File: src/upsp_params.svh
// Up-sampler output path sizing: pixel format, word packing, frame geometry and buffer depth
`ifndef UPSP_PARAMS_SVH
`define UPSP_PARAMS_SVH

// RGB888 pixel
`define UPSP_PIXEL_BITS 24

// Pixels packed in one upsampler word and in one output beat
`define UPSP_PIX_PER_WORD 4
`define UPSP_WORD_BITS (`UPSP_PIXEL_BITS * `UPSP_PIX_PER_WORD)

// Destination image size in pixels and rows
`define UPSP_DST_WIDTH 32
`define UPSP_DST_HEIGHT 4

// Derived beat counts
`define UPSP_BEATS_PER_ROW (`UPSP_DST_WIDTH / `UPSP_PIX_PER_WORD)
`define UPSP_BEATS_PER_FRAME (`UPSP_BEATS_PER_ROW * `UPSP_DST_HEIGHT)

// Output buffer depth in words, a power of two
`define UPSP_OBUF_DEPTH 8

`endif

File: src/upsp_pkg.sv
// Shared types of the up-sampler output path: pixel and word vectors, counters, status, FSM states
`include "upsp_params.svh"

package upsp_pkg;

	// One RGB pixel
	typedef logic [`UPSP_PIXEL_BITS-1:0] pixel_t;

	// One upsampler word, also one AXI-Stream beat
	typedef logic [`UPSP_WORD_BITS-1:0] word_t;

	// Beat index within a frame, wide enough to hold the full frame count
	typedef logic [$clog2(`UPSP_BEATS_PER_FRAME + 1)-1:0] beat_cnt_t;

	// Register file status: bit 1 is end, bit 0 is start
	typedef logic [1:0] status_t;

	// Session FSM
	typedef enum logic [1:0] {
		IDLE     = 2'd0,
		RUN      = 2'd1,
		FINISH   = 2'd2,
		WAIT_ACK = 2'd3
	} session_state_t;

endpackage

File: src/session_fsm.sv
// Session FSM: opens the operating window per frame and writes start/end status back
`timescale 1ns/1ps
`include "upsp_params.svh"

module session_fsm (
	input  logic              clk,
	input  logic              rst_n,
	input  logic              up_start,
	input  logic              up_end,
	input  logic              frame_done,
	output logic              window,
	output logic              processing,
	output logic              status_wr,
	output upsp_pkg::status_t status_wdata
);

	import upsp_pkg::*;

	session_state_t state;

	// Upsampler may only write while the frame is running
	assign window = (state == RUN);

	// Busy from frame start until the register file acknowledges the end
	assign processing = (state != IDLE);

	always_ff @(posedge clk or negedge rst_n) begin
		if (!rst_n) begin
			state        <= IDLE;
			status_wr    <= 1'b0;
			status_wdata <= '0;
		end else begin
			// Write strobe is a single-cycle pulse by default
			status_wr <= 1'b0;
			case (state)
				IDLE: begin
					// New frame requested and previous end already cleared
					if (up_start && !up_end) begin
						state <= RUN;
					end
				end
				RUN: begin
					// Whole frame sent, clear start and keep end as it is
					if (frame_done) begin
						status_wr    <= 1'b1;
						status_wdata <= {up_end, 1'b0};
						state        <= FINISH;
					end
				end
				FINISH: begin
					// Wait until the register file has taken the start clear
					if (!up_start) begin
						if (!up_end) begin
							// Now raise end
							status_wr    <= 1'b1;
							status_wdata <= {1'b1, 1'b0};
							state        <= WAIT_ACK;
						end else begin
							// End was already set, nothing left to write
							state <= IDLE;
						end
					end
				end
				WAIT_ACK: begin
					if (!up_start && up_end) begin
						state <= IDLE;
					end
				end
				default: begin
					state <= IDLE;
				end
			endcase
		end
	end

	// Register file needs a gap between the two write-backs
	a_status_wr_pulse: assert property (
		@(posedge clk) disable iff (!rst_n)
		status_wr |=> !status_wr
	) else $error("status_wr held high for two cycles");

	// Start clear is always followed by an end set before going idle
	a_end_after_start_clear: assert property (
		@(posedge clk) disable iff (!rst_n)
		(status_wr && !status_wdata[1]) |=> (state != IDLE) until_with
			(status_wr && status_wdata == {1'b1, 1'b0})
	) else $error("end write missing after start clear");

endmodule

File: src/frame_counter.sv
// Frame beat counter: tracks popped beats, marks row ends and detects frame completion
`timescale 1ns/1ps
`include "upsp_params.svh"

module frame_counter (
	input  logic clk,
	input  logic rst_n,
	input  logic pop,
	input  logic sent,
	output logic row_end,
	output logic frame_done
);

	import upsp_pkg::*;

	beat_cnt_t cnt;
	logic      last_sent;

	// Count reaches frame size once the final beat has been popped,
	// so the next handshake is the last beat leaving
	assign last_sent = sent && (cnt == `UPSP_BEATS_PER_FRAME);

	// Next popped beat closes a destination row
	assign row_end = ((cnt % `UPSP_BEATS_PER_ROW) == (`UPSP_BEATS_PER_ROW - 1));

	always_ff @(posedge clk or negedge rst_n) begin
		if (!rst_n) begin
			cnt <= '0;
		end else if (last_sent) begin
			cnt <= '0;
		end else if (pop) begin
			cnt <= cnt + 1'b1;
		end
	end

	// One-cycle completion pulse
	always_ff @(posedge clk or negedge rst_n) begin
		if (!rst_n) begin
			frame_done <= 1'b0;
		end else begin
			frame_done <= last_sent;
		end
	end

	// Upsampler must not deliver more words than one frame holds
	a_no_overrun: assert property (
		@(posedge clk) disable iff (!rst_n)
		pop |-> (cnt < `UPSP_BEATS_PER_FRAME)
	) else $error("beat count above frame size");

endmodule

File: src/pixel_outbuf.sv
// Output buffer: FIFO of upsampler words, written only inside the window, flushed at frame end
`timescale 1ns/1ps
`include "upsp_params.svh"

module pixel_outbuf (
	input  logic            clk,
	input  logic            rst_n,
	input  logic            window,
	input  logic            frame_done,
	input  logic            wvalid,
	output logic            wready,
	input  upsp_pkg::word_t wdata,
	input  logic            pop,
	output logic            empty,
	output upsp_pkg::word_t rdata
);

	import upsp_pkg::*;

	localparam int AW = $clog2(`UPSP_OBUF_DEPTH);

	word_t mem [`UPSP_OBUF_DEPTH];

	// Extra MSB tells full from empty
	logic [AW:0] wr_ptr;
	logic [AW:0] rd_ptr;
	logic        full;
	logic        push;

	assign empty = (wr_ptr == rd_ptr);
	assign full  = (wr_ptr[AW] != rd_ptr[AW]) && (wr_ptr[AW-1:0] == rd_ptr[AW-1:0]);

	// Accept only during the operating window
	assign wready = window && !full;
	assign push   = wvalid && wready;

	// Head of queue is read straight from the array
	assign rdata = mem[rd_ptr[AW-1:0]];

	always_ff @(posedge clk) begin
		if (push) begin
			mem[wr_ptr[AW-1:0]] <= wdata;
		end
	end

	always_ff @(posedge clk or negedge rst_n) begin
		if (!rst_n) begin
			wr_ptr <= '0;
			rd_ptr <= '0;
		end else if (frame_done) begin
			// Drop anything left over from the finished frame
			wr_ptr <= '0;
			rd_ptr <= '0;
		end else begin
			if (push) begin
				wr_ptr <= wr_ptr + 1'b1;
			end
			if (pop) begin
				rd_ptr <= rd_ptr + 1'b1;
			end
		end
	end

	// Output stage only pops a non-empty buffer
	a_no_pop_empty: assert property (
		@(posedge clk) disable iff (!rst_n)
		pop |-> !empty
	) else $error("pop on empty buffer");

	// Fill level stays within depth, so no write landed on a full buffer
	a_no_push_full: assert property (
		@(posedge clk) disable iff (!rst_n)
		(wr_ptr - rd_ptr) <= (AW + 1)'(`UPSP_OBUF_DEPTH)
	) else $error("buffer overflow");

endmodule

File: src/axis_out_stage.sv
// AXI-Stream master register: pops the buffer, reverses pixel order, marks row ends
`timescale 1ns/1ps
`include "upsp_params.svh"

module axis_out_stage (
	input  logic            clk,
	input  logic            rst_n,
	input  logic            window,
	input  logic            empty,
	input  upsp_pkg::word_t rdata,
	input  logic            row_end,
	output logic            pop,
	output logic            sent,
	output logic            tvalid,
	input  logic            tready,
	output upsp_pkg::word_t tdata,
	output logic            tlast
);

	import upsp_pkg::*;

	// First pixel of the word goes to the top of the beat
	function automatic word_t reverse_pixels(input word_t w);
		word_t  r;
		pixel_t p;
		for (int i = 0; i < `UPSP_PIX_PER_WORD; i++) begin
			p = w[(`UPSP_PIX_PER_WORD - 1 - i) * `UPSP_PIXEL_BITS +: `UPSP_PIXEL_BITS];
			r[i * `UPSP_PIXEL_BITS +: `UPSP_PIXEL_BITS] = p;
		end
		return r;
	endfunction

	assign sent = tvalid && tready;

	// Refill when the register is free or its beat leaves this cycle
	assign pop = window && !empty && (!tvalid || tready);

	always_ff @(posedge clk or negedge rst_n) begin
		if (!rst_n) begin
			tvalid <= 1'b0;
			tlast  <= 1'b0;
		end else if (pop) begin
			tvalid <= 1'b1;
			tlast  <= row_end;
		end else if (tready) begin
			tvalid <= 1'b0;
			tlast  <= 1'b0;
		end
	end

	always_ff @(posedge clk) begin
		if (pop) begin
			tdata <= reverse_pixels(rdata);
		end
	end

	// Beat must not change while the sink stalls
	a_hold_on_stall: assert property (
		@(posedge clk) disable iff (!rst_n)
		(tvalid && !tready) |=> (tvalid && $stable(tdata) && $stable(tlast))
	) else $error("tdata/tlast changed under back-pressure");

endmodule

File: src/access_top.sv
// Access controller output path: session FSM, frame counter, output buffer and AXI-Stream master
`timescale 1ns/1ps
`include "upsp_params.svh"

module access_top (
	input  logic              clk,
	input  logic              rst_n,

	// Configuration register file
	input  logic              up_start,
	input  logic              up_end,
	output logic              status_wr,
	output upsp_pkg::status_t status_wdata,
	output logic              processing,

	// Upsampler write port
	input  logic              upsp_wvalid,
	output logic              upsp_wready,
	input  upsp_pkg::word_t   upsp_wdata,

	// AXI-Stream master
	output logic              m_axis_tvalid,
	input  logic              m_axis_tready,
	output upsp_pkg::word_t   m_axis_tdata,
	output logic              m_axis_tlast
);

	import upsp_pkg::*;

	logic  window;
	logic  frame_done;
	logic  pop;
	logic  sent;
	logic  empty;
	logic  row_end;
	word_t rdata;

	session_fsm u_session_fsm (
		.clk          (clk),
		.rst_n        (rst_n),
		.up_start     (up_start),
		.up_end       (up_end),
		.frame_done   (frame_done),
		.window       (window),
		.processing   (processing),
		.status_wr    (status_wr),
		.status_wdata (status_wdata)
	);

	// Completion is taken from our own output handshake
	frame_counter u_frame_counter (
		.clk        (clk),
		.rst_n      (rst_n),
		.pop        (pop),
		.sent       (sent),
		.row_end    (row_end),
		.frame_done (frame_done)
	);

	pixel_outbuf u_pixel_outbuf (
		.clk        (clk),
		.rst_n      (rst_n),
		.window     (window),
		.frame_done (frame_done),
		.wvalid     (upsp_wvalid),
		.wready     (upsp_wready),
		.wdata      (upsp_wdata),
		.pop        (pop),
		.empty      (empty),
		.rdata      (rdata)
	);

	axis_out_stage u_axis_out_stage (
		.clk     (clk),
		.rst_n   (rst_n),
		.window  (window),
		.empty   (empty),
		.rdata   (rdata),
		.row_end (row_end),
		.pop     (pop),
		.sent    (sent),
		.tvalid  (m_axis_tvalid),
		.tready  (m_axis_tready),
		.tdata   (m_axis_tdata),
		.tlast   (m_axis_tlast)
	);

endmodule

File: config.mk
export PLATFORM = sky130hd
export DESIGN_NAME = access_top
export DESIGN_NICKNAME = d
export VERILOG_FILES = /design/src/upsp_pkg.sv /design/src/session_fsm.sv /design/src/frame_counter.sv /design/src/pixel_outbuf.sv /design/src/axis_out_stage.sv /design/src/access_top.sv
export VERILOG_INCLUDE_DIRS = /design/src /design/src/src
export SDC_FILE = /design/constraint.sdc
export NUM_CORES = 1
export LEC_CHECK = 0
export BUFFER_PORTS_ARGS = -buffer_cell sky130_fd_sc_hd__buf_4
export CAP_MARGIN = 20
export CORE_ASPECT_RATIO = 1.75
export CORE_MARGIN = 8
export CORE_UTILIZATION = 36
export DETAILED_ROUTE_END_ITERATION = 8
export MAX_ROUTING_LAYER = met4
export PLACE_DENSITY = 0.55
export REMOVE_ABC_BUFFERS = 1
export SLEW_MARGIN = 20
export SYNTH_ARGS = -nofsm -noshare
export SYNTH_HDL_FRONTEND = slang
export SYNTH_SLANG_ARGS = --single-unit
File: constraint.sdc
create_clock -name clk -period 21 [get_ports clk]
set_input_delay 5.25 -clock clk [delete_from_list [all_inputs] [get_ports clk]]
set_output_delay 5.25 -clock clk [all_outputs]
set_load 0.02 [all_outputs]
; ---- Yosys cells after proc, flatten, opt, wreduce, memory -nomap -nowiden
; Memory sizes are Yosys's and may differ from the RTL's. A register that Yosys moved wholly into a read port is not among the register bits.
; Index checks and enable logic that the tools add are counted.
[word_totals]
elab_cells = 75
romBits = 0
ram_bits = 768
mem_count = 1
latch_bits = 0
regBits = 22
input_bits = 102
[memory_table]
columns = memory, depth, word_bits, rd, rd_ports_with_merged_regs, wr, line_no
row1 = u_pixel_outbuf.mem, 8, 96, 1, 1, 1, pixel_outbuf.sv:22  ; word_t mem [`UPSP_OBUF_DEPTH];
[classes]
n_eq_ne = 13
mul = 0
n_bitwise = 0
div_mod_pow = 0
mux = 25
n_addsub = 3
n_lt_le_gt_ge = 0
n_shift = 0
reduce_logical = 24
[ops]
columns = operator, n
row1 = 2-bit two-way mux, 8
row2 = 4-bit two-way mux, 4
row3 = 6-bit two-way mux, 2
row4 = 2-bit nonzero test, 6
row5 = 1-bit logical AND, 9
row6 = "4-bit by 1-bit adder with 4-bit output, second input constant", 2
row7 = 1-bit two-way mux, 8
row8 = 2-bit case mux with 4 select lines, 1
row9 = 4-bit AND reduction, 2
row10 = "6-bit by 1-bit adder with 6-bit output, second input constant", 1
row11 = "6-bit == test, second input constant", 1
row12 = "2-bit inequality test, second input constant", 3
row13 = 1-bit logical NOT, 5
row14 = "2-bit == test, second input constant", 2
row15 = 4-bit == test, 1
row16 = "2-bit by 1-bit inequality test with 1-bit output, second input constant", 2
row17 = 2-bit case mux with 2 select lines, 1
row18 = 3-bit == test, 1
row19 = "3-bit == test, second input constant", 1
row20 = "2-bit by 1-bit == test with 1-bit output, second input constant", 1
row21 = 2-bit logical NOT, 1
row22 = 1-bit case mux with 2 select lines, 1
row23 = 1-bit logical OR, 1
row24 = 1-bit inequality test, 1

; ---- Longest topological paths before layout
; Gate-level depths: netlist of run 1.
[depth]
ltp_word = 7
ltp_mapped = 6
ltp_nobuf = 6

; ---- Hierarchy
; A second synthesis of run 1 with hierarchy kept.
[hier_totals]
cells_unflattened = 1347
hier_area_um2 = 33031.7
[by_module_without_submodules]
columns = mod, cells_each, area_each_um2, instances
row1 = pixel_outbuf, 1172, 29339.4, 1
row2 = axis_out_stage, 107, 2995.4, 1
row3 = frame_counter, 32, 365.4, 1
row4 = session_fsm, 36, 331.6, 1

; ---- Worst setup path before layout of run 1
; No wires, ideal clock.
[synth_path]
path_type = input to register
from = in upsp_wvalid
to = mem u_pixel_outbuf.mem[0][0] (netlist name), enable pin
slack_ns = 8.055
t_arrival_ns = 12.276
t_required_ns = 20.331
n_path_buf = 0
setup_time_ns = 0.669
stages = 4
path_cell_list = nand2_1 > a41oi_1 > nand2b_1 > nor3_1
[synth_between]
elab_chain_cells = 3
[synth_lines]
columns = element, line_no
row1 = from (decl), access_top.sv:17  ; input logic upsp_wvalid,
row2 = 1-bit logical AND, pixel_outbuf.sv:35  ; assign push = wvalid && wready;
row3 = 1-bit two-way mux, pixel_outbuf.sv:41  ; if (push) begin
row4 = 1-bit two-way mux (implied by the code), pixel_outbuf.sv:42  ; mem[wr_ptr[AW-1:0]] <= wdata;
row5 = to (decl), pixel_outbuf.sv:22
; No other way between the ends.

; ---- Final worst setup path of run 1
[layout_path]
from = in upsp_wvalid
to = mem u_pixel_outbuf.mem[3][47] (netlist name), enable pin
; The elaborated chain is that of the path after synthesis.

==> out/results.md, run 1 <==
| Step | Quantity | This run |
| --- | --- | --- |
| status | Status | finished, final reports clean |
| sta | Max Clk Rate | 126 MHz |
| placement | RD Place Congestion | 0.712 |
| layout | Final std cell area, no fill | 38,600 um^2 |
| floorplan | DIE HEIGHT | 417 um |
| layout | Nets | 1,717 |
| route | First drt pass iteration count | 5 |
| route | Total detailed-routing wirelength | 71,500 um |
| synth | Post-synth design cell area | 33,000 um^2 |
| grt | Wire length of the first global-routing pass | 106,000 um |
| floorplan | Area inside the core boundary | 91,400 um^2 |
| cts | Clock Sinks | 885 |
| synth | Library cell with the highest instance count after synthesis | sky130_fd_sc_hd__edfxtp_1 |
| grt | GR Util met2 | 24.5% |
| synth | Number of distinct library cells after synthesis | 37 |
| placement | DPL Wire Length | 40,600 um |
| setup path | Worst-case register-to-register setup slack | 16.50 ns |
| floorplan | Std-Cell Rows | 147 |
| layout | Final core area utilization | 42.2% |
| pwr | Leakage power | 0.0123 uW |
| synth | Most area-consuming cells after synthesis | sky130_fd_sc_hd__edfxtp_1 79%, sky130_fd_sc_hd__mux4_2 13%, sky130_fd_sc_hd__mux2_2 3.3%, sky130_fd_sc_hd__dfrtp_1 1.6%, sky130_fd_sc_hd__buf_6 0.58% |
| synth | Count of synthesis-stage warnings from yosys | 0 |
| cts | CTS root buffer | sky130_fd_sc_hd__clkbuf_16 |
| pwr | Peak ir drop on the vdd network | 0.0914 mV |
| floorplan | Horizontal extent of the die | 245 um |
| sta | Final setup TNS | 0 ns |
| synth | Fraction of synthesized cell area taken by the top area cell type | 78.5% |
| synth | Post-synth EDFFs | 864 |
| setup path | Worst-case reg-to-reg path depth | 6 |
| sta | Final period demand of the worst path | 7.94 ns |
| setup path | CP startpoint kind | input port |
| grt | Number of antenna violations at the first check in global routing | 10 |
| setup path | Category of the worst setup path capture point | flop |
| sta | Transition at the pin with the smallest max-transition slack | 1.09 ns |
| synth | Post-synthesis sequential element count | 885 |
| route | Number of remaining DRC errors | 0 |
| floorplan | Full die area | 102,000 um^2 |
| cts | Clock tree from TritonCTS | done |
| layout | Area added between synthesis and finish | 16.8% |
| setup path | Type of the setup path with the least slack | in2reg |
| placement | Setup slack after placement | 12.33 ns |
| synth | Mean Syn Cell Area | 24.3 um^2 |
| pwr | PD cells | 129 nW/um^2 |
| sta | Worst Clk Skew | 0.0252 ns |
| grt | All-Layer GR Usage | 14.4% |
| sta | Max-slew violation count | 0 |
| cts | Number of gates resized after CTS | 0 |
| placement | Instance area at placement | 35,900 um^2 |
| synth | Synthesized instance count | 1,357 |
| synth | Largest area contributor in the netlist | sky130_fd_sc_hd__edfxtp_1 |
| layout | FF+latch area | 26,500 um^2 |
| floorplan | Number of placed I/O pins | 205 |
| cts | Insertion delay to the later sink of the worst-skew pair | 0.65 ns |
| sta | Post-route clock period utilization | 37.8% |
| setup path | Endpoint arrival time on the critical path | 8.22 ns |
| synth | Dominant register cell in the synthesized netlist | sky130_fd_sc_hd__edfxtp_1 |
| grt | Global route total overflow | 0 |
| sta | Slew headroom | 27.4% |
| sta | Final hold vios | 0 |
| setup path | Worst setup path startpoint | upsp_wvalid |
| cts | Setup Fix Bufs, Post-CTS | 0 |
| setup path | Critical R2R Launch | u_pixel_outbuf.rd_ptr[0] |
| cts | Clock buffer count from CTS | 82 |
| setup path | Largest fanout on the critical path | 40 |
| cts | Clock transition at path regs | 0.06 ns |
| min path | Worst hold path depth | 1 |
| setup path | Worst setup path end | u_pixel_outbuf.mem[3][47] |
| route | Average routed wire per standard cell | 24.9 um |
| sta | Worst setup slack after layout | 13.06 ns |
| synth | Fraction of synthesis flops using an asynchronous set or reset pin | 2.37% |
| setup path | Crit Reg-Reg Endpoint | u_pixel_outbuf.mem[3][47] |
| setup path | CP required | 21.28 ns |
| floorplan | Initial core utilization | 36.1% |
| min path | Worst Hold Class | reg2reg |
| route | Post-route antenna net violation count | 0 |
| cts | Maximum root-to-sink buffer count | 3 |
| sta | Final number of setup-violating endpoints | 0 |
| grt | Pin count of the biggest net entering global routing | 152 |
| sta | Min Hold Slack | 0.488 ns |
| grt | Met3 Resource Use GR | 2.64% |
| grt | Busiest layer in global routing | met2 |
| grt | Via count of the first global-routing pass | 15,607 |
| layout | Layout cells sized above 1 | 38.5% |
| synth | Sequential share of the synthesized area | 80.1% |
| cts | CTS Hold Buffers Added | 0 |
| sta | RSZ-0062 raised after global routing | false |
| placement | Count of input and output buffers | 203 |
| route | Post-DR vias/cell | 4.96 |
| run | Maximum capacitance violations | 0 |
| route | Vias after detailed routing | 14,226 |
| layout | Filler Cell Count | 7,804 |
| synth | Synth top cells by count | 864 x sky130_fd_sc_hd__edfxtp_1, 192 x sky130_fd_sc_hd__mux4_2, 96 x sky130_fd_sc_hd__mux2_2 |
| route | Initial DRC Count | 781 |
| layout | Footprint of the multi-input gates | 6210 um^2 |
| grt | Met1 routing resource usage after global routing | 17.3% |
| cts | Number of H-tree levels | 3 |
-- critical path, cell delays in order --
cell and delay [ns]:
sky130_fd_sc_hd__buf_4 0.08, sky130_fd_sc_hd__nand2_1 0.07, sky130_fd_sc_hd__a41oi_1 0.40, sky130_fd_sc_hd__nand2b_1 0.33, sky130_fd_sc_hd__nor2_4 0.75, sky130_fd_sc_hd__buf_4 0.68
sky130_fd_sc_hd__buf_4 0.60
-- kinds of logic (layout without fill, tap and decap cells) --
logic type | count (synthesis) | count (layout) | share of synthesized area (%)
buffers and inverters | 70 | 382 | 1.25
AOI/OAI and AO/OA | 24 | 24 | 0.447
xor gates and xnor gates | 10 | 10 | 0.265
adders and majority gates | 9 | 9 | 0.341
muxes | 294 | 294 | 16.6
and+or+nand+nor | 64 | 64 | 0.992
other | 1 | 8 | 0.0114
DFF | 885 | 885 | 80.1
-- state kept, by name (all words and copies together), names as in the netlist --
name and flops:
u_pixel_outbuf.mem 768, u_pixel_outbuf.rd_ptr 4, u_axis_out_stage.tvalid 1, u_session_fsm.status_wr 1
u_frame_counter.cnt 6, u_axis_out_stage.tdata 96, u_frame_counter.frame_done 1, u_pixel_outbuf.wr_ptr 4
u_axis_out_stage.tlast 1, u_session_fsm.state 2, u_session_fsm.status_wdata 1
-- cells in the final DEF, fill, tap and decap left out, drive strengths merged --
cell type	synthesis	routed
edfxtp	864	864
buf	33	227
mux4	192	192
mux2	101	101
clkbuf	29	93
clkinv	0	38
dfrtp	21	21
nand2	14	14
inv	8	13
nor2	13	13
nand3	11	11
o21ai	11	11
ha	9	9
bufinv	0	8
diode	0	7
nand2b	7	7
xor2	6	6
a21oi	6	6
nor3	6	6
xnor2	4	4
nor2b	4	4
clkinvlp	0	3
nand4	2	2
a41oi	2	2
nor4	2	2
o31ai	2	2
or3	2	2
nor4b	1	1
and2	1	1
a41o	1	1
o41a	1	1
mux2i	1	1
o31a	1	1
nand3b	1	1
conb	1	1
-- through the flow --
| stage | std cells | total power [uW] |
|---|---|---|
| 2_1_floorplan | 1295 | 3330 |
| 3_3_place_gp | 2714 | 3590 |
| 3_5_place_dp | 2714 | 3610 |
| 4_1_cts | 2861 | 5100 |
| 5_1_grt | 2868 | 5230 |
| 6_report | 2868 | 5000 |
-- worst min path at each step --
stage	endpoint	slack (ns)	from
after floorplan	u_frame_counter.cnt[5]	0.44	u_frame_counter.cnt[5]
after global placement	u_frame_counter.cnt[5]	0.46	u_frame_counter.cnt[5]
after detailed placement	u_frame_counter.cnt[5]	0.48	u_frame_counter.cnt[5]
after CTS	u_frame_counter.cnt[5]	0.49	u_frame_counter.cnt[5]
after global routing	u_frame_counter.cnt[5]	0.51	u_frame_counter.cnt[5]
final	u_frame_counter.cnt[5]	0.49	u_frame_counter.cnt[5]
-- routing by layer --
metal | share of wire, % | vias to the layer above
met5 | 0 | -
met4 | 2.2 | 0
met3 | 4.0 | 105
met2 | 53 | 286
met1 | 41 | 7605
li1 | - | 6230
-- power breakdown --
group | total [uW] | leakage, uW | switching, uW | internal (uW)
logic | 1240 | 0.00295 | 651 | 587
clock network | 1480 | 0.00128 | 650 | 825
registers | 2280 | 0.00807 | 103 | 2180
total | 5000 | 0.0123 | 1400 | 3590
-- final cells by class --
cell class / instances / share of cell area, %
repair buffers: 227 / 4.50
well taps: 1192 / 3.86
clock buffers: 93 / 5.48
diodes: 7 / 0.0454
clock inverters: 54 / 1.31
flip-flops and latches: 885 / 68.6
inverters: 8 / 0.0778
multi-input cells: 402 / 16.1
(Power assumes the default switching activity.)
==> run 2, diff against run 1 <==
Settings changed: PLACE_DENSITY 0.55 to 0.57.
Clock period 21 ns to 7 ns, I/O delays scaled along.
==> out/results.md, run 2 (synthesis gave the netlist of run 1 again) <==
| Step | Quantity | This run |
| --- | --- | --- |
| grt | Global route total overflow | 0 |
| setup path | Worst path cell trace | xnor2_1 > a41oi_1 > buf_4 |
| floorplan | Number of placed I/O pins | 205 |
| route | Average routed wire per standard cell | 23.9 um |
| grt | Via count of the first global-routing pass | 15,529 |
| grt | Wire length of the first global-routing pass | 101,000 um |
| setup path | Crit Reg-Reg Endpoint | u_pixel_outbuf.mem[2][10] |
| setup path | Type of the setup path with the least slack | reg2out |
| cts | CTS root buffer | sky130_fd_sc_hd__clkbuf_16 |
| cts | Number of H-tree levels | 3 |
| setup path | CP required | 5.25 ns |
| run | Maximum capacitance violations | 0 |
| sta | Transition at the pin with the smallest max-transition slack | 1.00 ns |
| placement | RD Place Congestion | 0.724 |
| sta | Final hold vios | 0 |
| cts | Setup Fix Bufs, Post-CTS | 0 |
| layout | Nets | 1,705 |
| sta | RSZ-0062 raised after global routing | false |
| cts | Clock transition at path regs | 0.07 ns |
| route | Number of remaining DRC errors | 0 |
| pwr | Peak ir drop on the vdd network | 0.268 mV |
| placement | DPL Wire Length | 37,000 um |
| layout | Most common cell after layout, fill and taps aside | sky130_fd_sc_hd__edfxtp_1 |
| floorplan | DIE HEIGHT | 417 um |
| cts | Number of gates resized after CTS | 0 |
| pwr | Final total power | 14,600 uW |
| floorplan | Full die area | 102,000 um^2 |
| sta | Worst setup slack after layout | 2.73 ns |
| setup path | Category of the worst setup path capture point | output port |
| pwr | Leakage power | 0.0122 uW |
| sta | Post-route clock period utilization | 61.0% |
| floorplan | Initial core utilization | 36.1% |
| grt | Pin count of the biggest net entering global routing | 111 |
| floorplan | Horizontal extent of the die | 245 um |
| status | Status | finished, final reports clean |
| placement | Setup slack after placement | 2.64 ns |
| route | Post-DR vias/cell | 4.91 |
| sta | Min Hold Slack | 0.474 ns |
| cts | CTS Hold Buffers Added | 0 |
| sta | Slew headroom | 33.2% |
| sta | Final number of setup-violating endpoints | 0 |
| cts | Maximum root-to-sink buffer count | 3 |
| cts | Clock buffer count from CTS | 75 |
| cts | Clock Sinks | 885 |
| floorplan | Std-Cell Rows | 147 |
| setup path | Worst setup path end | upsp_wready |
| grt | All-Layer GR Usage | 13.7% |
| layout | Area added between synthesis and finish | 16.4% |
| min path | Worst Hold Class | reg2reg |
| sta | Max Clk Rate | 234 MHz |
| setup path | Worst-case register-to-register setup slack | 3.33 ns |
| route | Vias after detailed routing | 14,056 |
| sta | Final setup TNS | 0 ns |
| layout | Filler Cell Count | 7,781 |
| sta | Final period demand of the worst path | 4.27 ns |
| layout | Layout cells sized above 1 | 38.5% |
| layout | Most frequent cells in the layout | 864 x sky130_fd_sc_hd__edfxtp_1, 213 x sky130_fd_sc_hd__buf_4, 192 x sky130_fd_sc_hd__mux4_2, 96 x sky130_fd_sc_hd__mux2_2, 77 x sky130_fd_sc_hd__clkbuf_16 |
| route | Total detailed-routing wirelength | 68,500 um |
| setup path | Worst path max stage delay | 1.03 ns |
| route | Initial DRC Count | 819 |
| route | First drt pass iteration count | 7 |
| setup path | Cell with the largest stage delay on the worst path | sky130_fd_sc_hd__dfrtp_4 |
| grt | Number of antenna violations at the first check in global routing | 14 |
| route | Post-route antenna net violation count | 0 |
| pwr | PD cells | 381 nW/um^2 |
| setup path | Endpoint arrival time on the critical path | 2.52 ns |
| cts | Clock tree from TritonCTS | done |
| setup path | Worst-case reg-to-reg path depth | 5 |
| setup path | Critical R2R Launch | u_pixel_outbuf.rd_ptr[0] |
| placement | Count of input and output buffers | 203 |
| setup path | Largest fanout on the critical path | 44 |
| setup path | CP startpoint kind | flop |
| cts | Insertion delay to the later sink of the worst-skew pair | 0.63 ns |
| layout | Flip-flop count of the largest register, all copies and words added | 768 |
| floorplan | Area inside the core boundary | 91,400 um^2 |
| sta | Worst Clk Skew | 0.0256 ns |
| setup path | Worst setup path startpoint | u_pixel_outbuf.rd_ptr[0] |
| sta | Max-slew violation count | 0 |
run 2: cell count changes in the layout (fill, tap and decap cells not counted), moves of 2 or more:
cell	change
sky130_fd_sc_hd__buf_6	-2
sky130_fd_sc_hd__bufinv_16	-2
sky130_fd_sc_hd__clkinv_2	+7
sky130_fd_sc_hd__clkbuf_8	+3
sky130_fd_sc_hd__clkinv_1	-11
sky130_fd_sc_hd__clkbuf_16	-6
sky130_fd_sc_hd__diode_2	+7
sky130_fd_sc_hd__buf_4	-10
sky130_fd_sc_hd__buf_12	+7
sky130_fd_sc_hd__clkbuf_1	+2
run 2: stage by stage:
step,instance area (um^2),cells,util (%)
after global routing,38500,2861,42.1
after floorplan,32700,1295,-
after global placement,36000,2709,39.4
final,38500,2862,42.1
after detailed placement,36000,2709,39.4
after CTS,38400,2848,42.0
run 2: worst min-delay path by stage:
stage               depth (start not counted)                      to                   start  slack (ns)
detailed placement                          1  u_frame_counter.cnt[5]  u_frame_counter.cnt[5]        0.47
CTS                                         1  u_frame_counter.cnt[5]  u_frame_counter.cnt[5]        0.48
floorplan                                   1  u_frame_counter.cnt[5]  u_frame_counter.cnt[5]        0.44
global placement                            1  u_frame_counter.cnt[5]  u_frame_counter.cnt[5]        0.46
global route                                1  u_frame_counter.cnt[5]  u_frame_counter.cnt[5]        0.50
finish                                      1  u_frame_counter.cnt[5]  u_frame_counter.cnt[5]        0.47
run 2: critical path: cells and delay by family (launching register included):
family | cells | cell delay [ns]
flops | 1 | 1.03
compound gates | 1 | 0.40
xor+xnor | 1 | 0.25
buf+inv | 1 | 0.21
run 2: routing by layer:
metal	vias up	global-route usage (%)	wire, um
li1	6217	-	-
met1	7486	16.2	27900
met2	289	22.7	34900
met3	64	4.17	4500
met4	0	3.74	1200
met5	-	-	0
run 2: layout make-up:
cell class              count  area, um^2  share of cell area, %
flip-flops and latches    885       26500                   68.9
multi-input cells         402        6210                   16.2
clock buffers              92        2010                   5.23
repair buffers            222        1780                   4.63
well taps                1192        1490                   3.88
clock inverters            47         415                   1.08
diodes                     14        35.0                 0.0911
inverters                   8        30.0                 0.0781
run 2: report_power, final:
group	internal, uW	total (uW)	leakage [uW]	switching [uW]
sequential	6530	6920	0.00807	384
combinational	1750	3580	0.00294	1830
clock	2290	4130	0.00120	1850
==> run 3, diff against run 2 <==
Settings changed: PLACE_DENSITY 0.57 to 0.55.
Clock period 7 ns to 3.97 ns, I/O delays scaled along.
==> out/results.md, run 3 (synthesis gave the netlist of run 1 again) <==
| Step | Quantity | This run |
| --- | --- | --- |
| pwr | Cell-internal power | 19,300 uW |
| setup path | CP required | 2.98 ns |
| run | Maximum capacitance violations | 0 |
| setup path | CP startpoint kind | flop |
| pwr | Switching power | 7360 uW |
| layout | Flip-flop count of the largest register, all copies and words added | 768 |
| pwr | Sw Ratio | 27.6% |
| layout | Final instance count without filler cells | 2,878 |
| setup path | Category of the worst setup path capture point | output port |
| status | Status | finished, final reports clean |
| route | Vias after detailed routing | 14,351 |
| placement | DPL Wire Length | 38,100 um |
| layout | Most common cell after layout, fill and taps aside | sky130_fd_sc_hd__edfxtp_1 |
| grt | Via count of the first global-routing pass | 15,941 |
| setup path | Worst-case reg-to-reg path depth | 7 |
| floorplan | Initial core utilization | 36.1% |
| floorplan | Area inside the core boundary | 91,400 um^2 |
| pwr | Peak ir drop on the vdd network | 0.655 mV |
| sta | RSZ-0062 raised after global routing | false |
| cts | CTS Hold Buffers Added | 0 |
| setup path | Type of the setup path with the least slack | reg2out |
| grt | Global route total overflow | 0 |
| route | Number of remaining DRC errors | 0 |
| setup path | Worst-case register-to-register setup slack | 1.05 ns |
| route | Total detailed-routing wirelength | 71,000 um |
| sta | Final number of setup-violating endpoints | 0 |
| floorplan | Number of placed I/O pins | 205 |
| placement | DP Cell Count | 2,716 |
| setup path | Endpoint arrival time on the critical path | 2.05 ns |
| grt | Pin count of the biggest net entering global routing | 109 |
| cts | Clock buffer count from CTS | 82 |
| grt | Number of antenna violations at the first check in global routing | 13 |
| layout | Nets | 1,719 |
| cts | Clock Sinks | 885 |
| sta | Final hold vios | 0 |
| cts | Number of gates resized after CTS | 0 |
| pwr | PD cells | 684 nW/um^2 |
| setup path | Worst setup path end | upsp_wready |
| sta | Final period demand of the worst path | 3.05 ns |
| sta | Slew headroom | 29.9% |
| pwr | Leakage power | 0.0124 uW |
| floorplan | Std-Cell Rows | 147 |
| layout | Final std cell area, no fill | 38,900 um^2 |
| pwr | Power share of the sequential group | 44.9% |
| sta | Max-slew violation count | 0 |
| route | Average routed wire per standard cell | 24.7 um |
| cts | Setup Fix Bufs, Post-CTS | 0 |
| route | Post-route antenna net violation count | 0 |
| layout | Layout cells sized above 1 | 39.2% |
| cts | Maximum root-to-sink buffer count | 3 |
| min path | Worst Hold Class | in2async |
| grt | All-Layer GR Usage | 14.4% |
| placement | Count of input and output buffers | 203 |
| floorplan | DIE HEIGHT | 417 um |
| cts | Insertion delay to the later sink of the worst-skew pair | 0.64 ns |
| setup path | Critical R2R Launch | u_session_fsm.state[1] |
| floorplan | Horizontal extent of the die | 245 um |
| sta | Post-route clock period utilization | 76.7% |
| placement | Instance area at placement | 36,200 um^2 |
| sta | Transition at the pin with the smallest max-transition slack | 1.05 ns |
| cts | Clock tree from TritonCTS | done |
| pwr | Clk network pwr share | 30.1% |
| floorplan | Full die area | 102,000 um^2 |
| route | Post-DR vias/cell | 4.99 |
| pwr | Share of power burned in combinational logic | 25.0% |
| pwr | Final total power | 26,600 uW |
| layout | Most frequent cells in the layout | 864 x sky130_fd_sc_hd__edfxtp_1, 210 x sky130_fd_sc_hd__buf_4, 192 x sky130_fd_sc_hd__mux4_2, 96 x sky130_fd_sc_hd__mux2_2, 86 x sky130_fd_sc_hd__clkbuf_16 |
| cts | Clock transition at path regs | 0.07 ns |
| grt | Wire length of the first global-routing pass | 106,000 um |
| sta | Max Clk Rate | 328 MHz |
| placement | RD Place Congestion | 0.702 |
| cts | CTS root buffer | sky130_fd_sc_hd__clkbuf_16 |
| sta | Worst setup slack after layout | 0.925 ns |
| route | First drt pass iteration count | 7 |
| setup path | Crit Reg-Reg Endpoint | u_pixel_outbuf.mem[0][61] |
| route | Initial DRC Count | 689 |
| sta | Worst Clk Skew | 0.0240 ns |
| setup path | Largest fanout on the critical path | 7 |
| layout | Area added between synthesis and finish | 17.9% |
| setup path | Worst setup path startpoint | u_session_fsm.state[1] |
| placement | Setup slack after placement | 0.842 ns |
| cts | Number of H-tree levels | 3 |
[run 3: changes by cell type in the layout (fill, tap and decap cells not counted), sizes merged]
cell | before | now
buf | 222 | 229
bufinv | 6 | 9
diode | 14 | 12
clkinvlp | 2 | 9
clkbuf | 92 | 99
clkinv | 35 | 30
inv | 12 | 11
[run 3: final cells by class]
type / count / area, um^2
Fill cell: 7810 / 52500
Timing Repair Buffer: 229 / 1960
Multi-Input combinational cell: 402 / 6210
Clock inverter: 51 / 518
Tap cell: 1192 / 1490
Clock buffer: 99 / 2220
Antenna cell: 12 / 30.0
Inverter: 8 / 30.0
Sequential cell: 885 / 26500
[run 3: per-layer routing]
metal	global-route usage (%)	share of wire, %	up-vias	wire length (um)
li1	-	-	6236	-
met1	17.6	42	7690	29800
met2	23.9	51	333	36400
met3	2.89	4.5	92	3200
met4	4.59	2.2	0	1560
met5	-	0	-	0
[run 3: how the worst min path moves through the flow]
stage,cells past startpoint,end,from
2_1_floorplan,1,u_frame_counter.cnt[5],u_frame_counter.cnt[5]
3_3_place_gp,1,u_frame_counter.cnt[5],u_frame_counter.cnt[5]
3_5_place_dp,1,u_frame_counter.cnt[5],u_frame_counter.cnt[5]
4_1_cts,1,u_session_fsm.status_wdata[1],rst_n
5_1_grt,1,u_session_fsm.state[1],rst_n
6_report,1,u_session_fsm.state[1],rst_n
[run 3: power by group through the flow]
stage	logic [uW]	registers, uW	clock network, uW
2_1_floorplan	3490	13100	0
3_3_place_gp	6800	12200	0
3_5_place_dp	6870	12200	0
4_1_cts	6910	12000	8270
5_1_grt	7250	12100	8560
6_report	6650	12000	8010
[run 3: per-stage QoR]
stage | hold slack [ns] | TNS [ns] | utilization (%)
after global placement | 0.455 | 0 | 39.6
after CTS | 0.183 | 0 | 42.6
after global routing | 0.221 | 0 | 42.6
final | 0.239 | 0 | 42.6
after floorplan | 0.440 | -8860.84 | -
after detailed placement | 0.470 | 0 | 39.6
[run 3: critical path: stages, from the launching register on]
cell and delay (ns):
sky130_fd_sc_hd__dfrtp_1 0.41, sky130_fd_sc_hd__inv_1 0.11, sky130_fd_sc_hd__ha_1 0.30, sky130_fd_sc_hd__inv_1 0.15, sky130_fd_sc_hd__a41oi_1 0.25, sky130_fd_sc_hd__buf_4 0.19
